[config.mk]
export PLATFORM = sky130hd
export DESIGN_NAME = fetch_top
export DESIGN_NICKNAME = d
export VERILOG_FILES = /design/src/fetch_pkg.sv /design/src/fetch_if.sv /design/src/fetch_top.sv /design/src/packet_align.sv /design/src/ibuff.sv /design/src/line_req.sv /design/src/fetch_ctrl.sv
export SDC_FILE = /design/constraint.sdc
export NUM_CORES = 2
export LEC_CHECK = 0
export BUFFER_PORTS_ARGS = -buffer_cell sky130_fd_sc_hd__buf_2
export CORE_ASPECT_RATIO = 0.9
export CORE_MARGIN = 4
export CORE_UTILIZATION = 66
export DETAILED_ROUTE_END_ITERATION = 16
export HOLD_SLACK_MARGIN = 0.12
export PLACE_DENSITY = 0.86
export SLEW_MARGIN = 20
export SYNTH_ARGS = -nofsm -noshare
export SYNTH_HDL_FRONTEND = slang
export SYNTH_HIERARCHICAL = 1
export SYNTH_SLANG_ARGS = --single-unit
[constraint.sdc]
create_clock -name clk -period 27.1 [get_ports clk]
set_input_delay 5.42 -clock clk [delete_from_list [all_inputs] [get_ports clk]]
set_output_delay 5.42 -clock clk [all_outputs]
set_load 0.02 [all_outputs]
[src/fetch_pkg.sv]
`default_nettype none

package fetch_pkg;

    //////////////////////////////
    // line and address geometry
    //////////////////////////////
    localparam int LINE_BYTES = 16;
    localparam int LINE_W     = 128;
    localparam int ADDR_W     = 32;
    localparam int LNUM_W     = 28;
    localparam int BIP_W      = 4;

    // instruction buffer depth, slot is lnum modulo SLOTS
    localparam int SLOTS  = 4;
    localparam int SLOT_W = $clog2(SLOTS);

    //////////////////////////////
    // flow control
    //////////////////////////////
    localparam int MEM_CREDITS = 4;
    localparam int MCRED_W     = $clog2(MEM_CREDITS + 1);
    // index into the outstanding request queue
    localparam int MQ_W        = $clog2(MEM_CREDITS);

    localparam int PKT_CREDITS = 2;
    localparam int PCRED_W     = $clog2(PKT_CREDITS + 1);

    // consume length, 1..15 bytes
    localparam int LEN_W = 5;

    // memory content rule: byte a holds a[7:0] ^ MEM_XOR
    localparam logic [7:0] MEM_XOR = 8'h5A;

    //////////////////////////////
    // fetch address
    //////////////////////////////
    typedef struct packed {
        logic [LNUM_W-1:0] lnum;
        logic [BIP_W-1:0]  bip;
    } fip_s;

    // same 32 bits, flat or split into line and byte pointer
    typedef union packed {
        logic [ADDR_W-1:0] addr;
        fip_s              f;
    } fip_u;

endpackage

`default_nettype wire
[src/fetch_if.sv]
`timescale 1ns/100ps
`default_nettype none

// line fill from the request tracker into the buffer
interface fill_if;
    import fetch_pkg::*;

    logic              fill_valid;
    logic [LNUM_W-1:0] fill_lnum;
    logic [LINE_W-1:0] fill_data;

    modport src (output fill_valid, output fill_lnum, output fill_data);
    modport dst (input fill_valid, input fill_lnum, input fill_data);
    // observe only, no data needed
    modport mon (input fill_valid, input fill_lnum);
endinterface

// two-line window at the fetch pointer
interface window_if;
    import fetch_pkg::*;

    logic [LINE_W-1:0] lo_line;
    logic [LINE_W-1:0] hi_line;
    logic              lo_valid;
    logic              hi_valid;

    modport src (output lo_line, output hi_line, output lo_valid, output hi_valid);
    modport align (input lo_line, input hi_line);
    modport ctrl (input lo_valid, input hi_valid);
endinterface

`default_nettype wire

[src/fetch_top.sv]
`timescale 1ns/100ps
`default_nettype none

module fetch_top (
    input  logic                         clk,
    input  logic                         rst_i,

    // redirect and decode handshake
    input  logic                         resteer_i,
    input  logic [fetch_pkg::ADDR_W-1:0] resteer_addr_i,
    input  logic                         consume_i,
    input  logic [fetch_pkg::LEN_W-1:0]  consume_len_i,

    // memory line port
    output logic                         req_valid_o,
    output logic [fetch_pkg::LNUM_W-1:0] req_lnum_o,
    input  logic                         resp_valid_i,
    input  logic [fetch_pkg::LINE_W-1:0] resp_data_i,

    // packet to decode
    output logic                         packet_valid_o,
    output logic [fetch_pkg::LINE_W-1:0] packet_o,
    output logic [fetch_pkg::ADDR_W-1:0] packet_addr_o
);
    import fetch_pkg::*;

    fill_if   fill_bus ();
    window_if win_bus ();

    fip_u              resteer_fip;
    fip_u              emit_addr;
    logic              want;
    logic [LNUM_W-1:0] want_lnum;
    logic              issue;
    logic              flush;
    logic              retire;
    logic [SLOT_W-1:0] retire_slot;
    logic              emit;

    assign resteer_fip.addr = resteer_addr_i;

    //////////////////////////////
    // control
    //////////////////////////////
    fetch_ctrl u_ctrl (
        .clk            (clk),
        .rst_i          (rst_i),
        .resteer_i      (resteer_i),
        .resteer_addr_i (resteer_fip),
        .consume_i      (consume_i),
        .consume_len_i  (consume_len_i),
        .want_o         (want),
        .want_lnum_o    (want_lnum),
        .issue_i        (issue),
        .flush_o        (flush),
        .retire_o       (retire),
        .retire_slot_o  (retire_slot),
        .win            (win_bus.ctrl),
        .emit_o         (emit),
        .emit_addr_o    (emit_addr)
    );

    //////////////////////////////
    // datapath
    //////////////////////////////
    line_req u_req (
        .clk          (clk),
        .rst_i        (rst_i),
        .want_i       (want),
        .want_lnum_i  (want_lnum),
        .issue_o      (issue),
        .flush_i      (flush),
        .req_valid_o  (req_valid_o),
        .req_lnum_o   (req_lnum_o),
        .resp_valid_i (resp_valid_i),
        .resp_data_i  (resp_data_i),
        .fill         (fill_bus.src)
    );

    // emit address is the live fetch pointer
    ibuff u_buf (
        .clk           (clk),
        .rst_i         (rst_i),
        .fill          (fill_bus.dst),
        .flush_i       (flush),
        .retire_i      (retire),
        .retire_slot_i (retire_slot),
        .ptr_lnum_i    (emit_addr.f.lnum),
        .win           (win_bus.src)
    );

    packet_align u_align (
        .clk            (clk),
        .rst_i          (rst_i),
        .win            (win_bus.align),
        .emit_i         (emit),
        .emit_addr_i    (emit_addr),
        .packet_valid_o (packet_valid_o),
        .packet_o       (packet_o),
        .packet_addr_o  (packet_addr_o)
    );

endmodule

`default_nettype wire

[src/packet_align.sv]
`timescale 1ns/100ps
`default_nettype none

module packet_align (
    input  logic                         clk,
    input  logic                         rst_i,
    window_if.align                      win,
    input  logic                         emit_i,
    input  fetch_pkg::fip_u              emit_addr_i,
    output logic                         packet_valid_o,
    output logic [fetch_pkg::LINE_W-1:0] packet_o,
    output logic [fetch_pkg::ADDR_W-1:0] packet_addr_o
);
    import fetch_pkg::*;

    // byte 0 of the pair is byte 0 of the pointer line
    logic [2*LINE_W-1:0] pair;
    logic [2*LINE_W-1:0] shifted;
    logic [LINE_W-1:0]   rotated;
    logic [BIP_W+2:0]    shamt;

    assign pair    = {win.hi_line, win.lo_line};
    assign shamt   = {emit_addr_i.f.bip, 3'b000};
    assign shifted = pair >> shamt;
    // bytes bip .. bip+15, lowest first
    assign rotated = shifted[LINE_W-1:0];

    always_ff @(posedge clk) begin
        if (rst_i) begin
            packet_valid_o <= 1'b0;
        end else begin
            packet_valid_o <= emit_i;
        end
    end

    // packet payload and address, held between emits
    always_ff @(posedge clk) begin
        if (emit_i) begin
            packet_o      <= rotated;
            packet_addr_o <= emit_addr_i.addr;
        end
    end

endmodule

`default_nettype wire

[src/ibuff.sv]
`timescale 1ns/100ps
`default_nettype none

module ibuff (
    input  logic                         clk,
    input  logic                         rst_i,
    fill_if.dst                          fill,
    input  logic                         flush_i,
    input  logic                         retire_i,
    input  logic [fetch_pkg::SLOT_W-1:0] retire_slot_i,
    input  logic [fetch_pkg::LNUM_W-1:0] ptr_lnum_i,
    window_if.src                        win
);
    import fetch_pkg::*;

    logic [LINE_W-1:0] line_q [SLOTS];
    logic [LNUM_W-1:0] tag_q  [SLOTS];
    logic [SLOTS-1:0]  valid_q;

    logic [SLOT_W-1:0] fill_slot;
    logic [SLOT_W-1:0] lo_slot;
    logic [SLOT_W-1:0] hi_slot;
    logic [LNUM_W-1:0] hi_lnum;

    assign fill_slot = fill.fill_lnum[SLOT_W-1:0];
    assign hi_lnum   = ptr_lnum_i + 1'b1;
    assign lo_slot   = ptr_lnum_i[SLOT_W-1:0];
    assign hi_slot   = hi_lnum[SLOT_W-1:0];

    //////////////////////////////
    // slot state
    //////////////////////////////
    always_ff @(posedge clk) begin
        if (rst_i || flush_i) begin
            valid_q <= '0;
        end else begin
            if (fill.fill_valid) begin
                valid_q[fill_slot] <= 1'b1;
            end
            // the retired line is never the one being filled
            if (retire_i) begin
                valid_q[retire_slot_i] <= 1'b0;
            end
        end
    end

    always_ff @(posedge clk) begin
        if (fill.fill_valid) begin
            line_q[fill_slot] <= fill.fill_data;
            tag_q[fill_slot]  <= fill.fill_lnum;
        end
    end

    //////////////////////////////
    // window at the pointer
    //////////////////////////////
    assign win.lo_line = line_q[lo_slot];
    assign win.hi_line = line_q[hi_slot];

    // slot holds the wanted line only if the tag agrees
    assign win.lo_valid = valid_q[lo_slot] && (tag_q[lo_slot] == ptr_lnum_i);
    assign win.hi_valid = valid_q[hi_slot] && (tag_q[hi_slot] == hi_lnum);

endmodule

`default_nettype wire

[src/line_req.sv]
`timescale 1ns/100ps
`default_nettype none

module line_req (
    input  logic                         clk,
    input  logic                         rst_i,
    input  logic                         want_i,
    input  logic [fetch_pkg::LNUM_W-1:0] want_lnum_i,
    output logic                         issue_o,
    input  logic                         flush_i,
    output logic                         req_valid_o,
    output logic [fetch_pkg::LNUM_W-1:0] req_lnum_o,
    input  logic                         resp_valid_i,
    input  logic [fetch_pkg::LINE_W-1:0] resp_data_i,
    fill_if.src                          fill
);
    import fetch_pkg::*;

    // line numbers of outstanding requests, oldest at rd_ptr
    logic [LNUM_W-1:0]  pend_q [MEM_CREDITS];
    logic [MQ_W-1:0]    wr_ptr;
    logic [MQ_W-1:0]    rd_ptr;
    logic [MCRED_W-1:0] credits;
    logic [MCRED_W-1:0] pending;
    logic [MCRED_W-1:0] drop_cnt;
    logic               dropping;

    assign pending  = MCRED_W'(MEM_CREDITS) - credits;
    assign dropping = drop_cnt != '0;

    // no new request in the flush cycle
    assign issue_o     = want_i && !flush_i && (credits != '0);
    assign req_valid_o = issue_o;
    assign req_lnum_o  = want_lnum_i;

    // responses from before a flush never reach the buffer
    assign fill.fill_valid = resp_valid_i && !dropping && !flush_i;
    assign fill.fill_lnum  = pend_q[rd_ptr];
    assign fill.fill_data  = resp_data_i;

    always_ff @(posedge clk) begin
        if (rst_i) begin
            credits  <= MCRED_W'(MEM_CREDITS);
            wr_ptr   <= '0;
            rd_ptr   <= '0;
            drop_cnt <= '0;
        end else begin
            credits <= credits - MCRED_W'(issue_o) + MCRED_W'(resp_valid_i);
            if (issue_o) begin
                wr_ptr <= wr_ptr + 1'b1;
            end
            if (resp_valid_i) begin
                rd_ptr <= rd_ptr + 1'b1;
            end
            // everything still in flight belongs to the old stream
            if (flush_i) begin
                drop_cnt <= pending - MCRED_W'(resp_valid_i);
            end else if (resp_valid_i && dropping) begin
                drop_cnt <= drop_cnt - 1'b1;
            end
        end
    end

    always_ff @(posedge clk) begin
        if (issue_o) begin
            pend_q[wr_ptr] <= want_lnum_i;
        end
    end

endmodule

`default_nettype wire

[src/fetch_ctrl.sv]
`timescale 1ns/100ps
`default_nettype none

module fetch_ctrl (
    input  logic                       clk,
    input  logic                       rst_i,
    input  logic                       resteer_i,
    input  fetch_pkg::fip_u            resteer_addr_i,
    input  logic                       consume_i,
    input  logic [fetch_pkg::LEN_W-1:0] consume_len_i,
    output logic                       want_o,
    output logic [fetch_pkg::LNUM_W-1:0] want_lnum_o,
    input  logic                       issue_i,
    output logic                       flush_o,
    output logic                       retire_o,
    output logic [fetch_pkg::SLOT_W-1:0] retire_slot_o,
    window_if.ctrl                     win,
    output logic                       emit_o,
    output fetch_pkg::fip_u            emit_addr_o
);
    import fetch_pkg::*;

    fip_u              ptr;
    fip_u              ptr_next;
    logic [LNUM_W-1:0] plan_lnum;
    logic [LNUM_W-1:0] plan_dist;
    logic [PCRED_W-1:0] pcred;
    logic              emitted;
    logic              active;
    logic              step;
    logic              crossing;

    //////////////////////////////
    // pointer advance
    //////////////////////////////
    assign step     = consume_i && !resteer_i;
    assign ptr_next.addr = ptr.addr + ADDR_W'(consume_len_i);
    // lengths stay below a line, so at most one line is left behind
    assign crossing = ptr_next.f.lnum != ptr.f.lnum;

    assign retire_o      = step && crossing;
    assign retire_slot_o = ptr.f.lnum[SLOT_W-1:0];
    assign flush_o       = resteer_i;

    //////////////////////////////
    // request planning
    //////////////////////////////
    // pointer line up to three lines ahead
    assign plan_dist   = plan_lnum - ptr.f.lnum;
    assign want_o      = active && !resteer_i && (plan_dist < LNUM_W'(SLOTS));
    assign want_lnum_o = plan_lnum;

    //////////////////////////////
    // emit decision
    //////////////////////////////
    assign emit_o = active && !resteer_i && !consume_i && !emitted &&
                    (pcred != '0) && win.lo_valid && win.hi_valid;
    assign emit_addr_o = ptr;

    always_ff @(posedge clk) begin
        if (rst_i) begin
            ptr.addr  <= '0;
            plan_lnum <= '0;
            pcred     <= PCRED_W'(PKT_CREDITS);
            emitted   <= 1'b0;
            active    <= 1'b0;
        end else if (resteer_i) begin
            ptr       <= resteer_addr_i;
            plan_lnum <= resteer_addr_i.f.lnum;
            pcred     <= PCRED_W'(PKT_CREDITS);
            emitted   <= 1'b0;
            active    <= 1'b1;
        end else begin
            if (issue_i) begin
                plan_lnum <= plan_lnum + 1'b1;
            end
            if (consume_i) begin
                ptr <= ptr_next;
            end
            // one credit per packet, returned by its consume
            pcred <= pcred - PCRED_W'(emit_o) + PCRED_W'(consume_i);
            if (consume_i) begin
                emitted <= 1'b0;
            end else if (emit_o) begin
                emitted <= 1'b1;
            end
        end
    end

endmodule

`default_nettype wire

==> out/metrics.csv <==
stage;metric;value;unit
die;core-area;79460;sq um
detailed_routing;route.detailed.drc;0;
finish;area.growth.synth_to_final;8.502;%
clocking;htreeDepth;3;
die;die_area;84720;sq um
timing;skew;0.02532;ns
global_routing;grt_pass1_wl;235.0;mm
die;die_h;276.5;um
detailed_routing;viasPerCell;7.740;
clocking;cts_buffers;95;
detailed_routing;wl_per_cell;36.30;um
timing;fin_crit;14.16;ns
critical_path;crit_fanout;37;
detailed_routing;routed_wl;163.0;mm
clocking;cts_tree;built;
timing;worstMarginPinSlew;1.207;ns
global_routing;gr-usage-all-layers;0.3794;
placement;place.port_buffers;359;
global_routing;globalRouteOverflowTotal;0;
critical_path;cp_num_buf_inv;5;
critical_path;critPathLaunchType;input port;
clocking;cts-hold-fix-buffers;0;
global_routing;grt_max_degree;158;
timing;setup_viol;0;
global_routing;antenna_found_initial;72;
clocking;post_cts_resize_count;0;
timing;hold_violations;0;
clocking;cts_buffer_depth;3;
clocking;clock_sinks;977;
critical_path;critPathMaxStageDelay;0.36;ns
timing;rsz0062_at_grt;false;
critical_path;path_common_cell;nand4_1;
power;vdd_drop_max;0.05197;mV
die;rows;98;
placement;place.detailed.hpwl;108.2;mm
critical_path;cp_top_family;simple AND/OR/NAND/NOR gates;
min_path;worstHoldPathType;flop to flop;
synthesis;synth.avg_cell_area;16.60;sq um
power;leakage;18.86;nW
power;p_per_area;67.28;nW/um^2
clocking;cts_root_buf;clkbuf_16;
detailed_routing;final_antenna_net_count;0;
clocking;post_cts_buffers;0;
synthesis;synthCells;3186;
die;die_w;306.4;um
finish;post-route-util;0.7221;
synthesis;yosys_warnings;6;
synthesis;syn-num-nets;3403;
finish;n_fill_cell;4663;
placement;gp_congestion;0.9323;
timing;post-route-period-util;0.5225;
critical_path;cp_cell_sequence;buf_2 -> buf_4 -> inv_2 -> o211ai_1 -> nor4_2 -> nand4_1 -> nor4_1 -> nand4_1 -> a2111oi_2 -> nand4_1 -> nor4_2 -> nor3b_4 -> buf_4 -> buf_2;
timing;fmax;70.62;MHz
finish;fin_nets;3529;
critical_path;required;21.68;ns
die;initial_utilization;0.6655;
critical_path;cp_slowest_cell;a2111oi_2;
critical_path;end_kind;output pin;
timing;tns;0;ns
finish;drive_gt1_frac;0.3525;
clocking;insertion_delay;0.67;ns
timing;max-slew-margin-rel;0.1952;
critical_path;crit_type;input port to output pin;
detailed_routing;vias;34760;
critical_path;worstPathArrival;8.74;ns
die;ioPinCount;360;
synthesis;syn-cell-area;52880;sq um
outcome;outcome;completed;
detailed_routing;drtPass1Iterations;8;
timing;drv_slew;0;
global_routing;grt_pass1_vias;33810;
clocking;cts.reportedPaths.clkPinSlew;0.06;ns
detailed_routing;drt_first_iter_violations;5721;
run;cap_violations;0;
==> registers in the layout, summed over array words and instances, names as in the netlist, 3 cells and up, named ones only <==
name	count
u_buf/tag_q	112
u_buf/valid_q	4
u_req/drop_cnt	3
u_buf/line_q	512
u_req/credits	3
u_req/pend_q	112
u_ctrl/want_lnum_o	28
u_align/packet_o	128
u_ctrl/emit_addr_o	32
u_align/packet_addr_o	32
==> worst reg2reg max path: stages, from the launching register on <==
cell and delay, ns:
dfxtp_4 0.88, ha_4 0.70, buf_4 0.84, buf_4 1.01, mux4_2 0.48, nand2b_1 0.14
o2111ai_1 0.12, nor4_1 0.37, nand3_1 0.16, a2111oi_2 0.49, nor4bb_1 0.66, o2111a_4 0.59
buf_4 0.76, buf_4 0.95
==> path summary, 6_finish.rpt <==
check	from	to	slack [ns]	depth (start not counted)
worst max-delay path	resteer_i	req_valid_o	12.94	14
worst min-delay path	u_req/rd_ptr[0]	u_req/rd_ptr[0]	0.54	2
worst max register to register	u_ctrl/emit_addr_o[4]	u_align/packet_o[15]	18.44	13
worst min register to register	u_req/rd_ptr[0]	u_req/rd_ptr[0]	0.54	2
==> through the flow <==
stage               hold WS (ns)  power, W  std cells  cell area, sq um  worst slack [ns]
floorplan                 0.4283  0.002291       3186             52880             8.250
global placement          0.4835  0.002457       4265             54050             13.10
detailed placement        0.5012  0.002478       4265             54050             13.04
CTS                       0.5390  0.003831       4440             57240             13.01
global route              0.5628  0.003962       4467             57310             12.72
finish                    0.5398  0.003860       4491             57370             12.94
==> power breakdown <==
group	total [W]	internal (W)	switching, W
registers	0.00174	0.00169	0.0000456
logic	0.000754	0.000324	0.000430
clock network	0.00137	0.000791	0.000580
==> area by class of cell <==
type	count	area, sq um	share of cell area
Tap cell	1050	1314	0.02290
Clock buffer	122	2582	0.04501
Sequential cell	977	28550	0.4976
Antenna cell	51	127.6	0.002224
Multi-Input combinational cell	1763	21710	0.3784
Inverter	69	261.5	0.004558
Timing Repair Buffer	406	2212	0.03856
Clock inverter	53	615.6	0.01073
==> per-layer routing <==
metal,vias to the layer above,track usage,wire (um)
li1,13340,-,-
met1,17360,0.5136,53040
met5,-,0,170
met4,26,0.1996,10690
met2,3374,0.5430,72130
met3,667,0.1432,26990
==> cell usage in the layout, fill, tap and decap left out, types with 9 or more instances in the layout <==
| cell | count |
|---|---|
| a221o_1 | 14 |
| o21ai_1 | 16 |
| inv_1 | 56 |
| nor2b_1 | 9 |
| edfxtp_1 | 896 |
| clkinv_2 | 16 |
| clkbuf_1 | 20 |
| buf_2 | 359 |
| nor4_1 | 10 |
| mux2i_1 | 201 |
| inv_2 | 10 |
| dfxtp_1 | 75 |
| and2_1 | 10 |
| diode_2 | 51 |
| nand3_1 | 30 |
| clkinv_1 | 11 |
| mux4_2 | 554 |
| nand4_1 | 32 |
| a31oi_1 | 9 |
| xor2_1 | 44 |
| a211oi_1 | 11 |
| o221ai_1 | 15 |
| ha_1 | 44 |
| a22oi_1 | 50 |
| a21boi_1 | 14 |
| nand2_1 | 73 |
| a21oi_1 | 79 |
| nand2b_1 | 15 |
| o21bai_1 | 21 |
| mux2_2 | 40 |
| a21o_1 | 10 |
| xnor2_1 | 96 |
| o21ai_0 | 58 |
| clkbuf_16 | 98 |
| buf_4 | 42 |
| nor3_1 | 32 |
| nor2_1 | 108 |
| bufinv_16 | 12 |
| o22ai_1 | 41 |
Power figures use the tool's default switching activity.
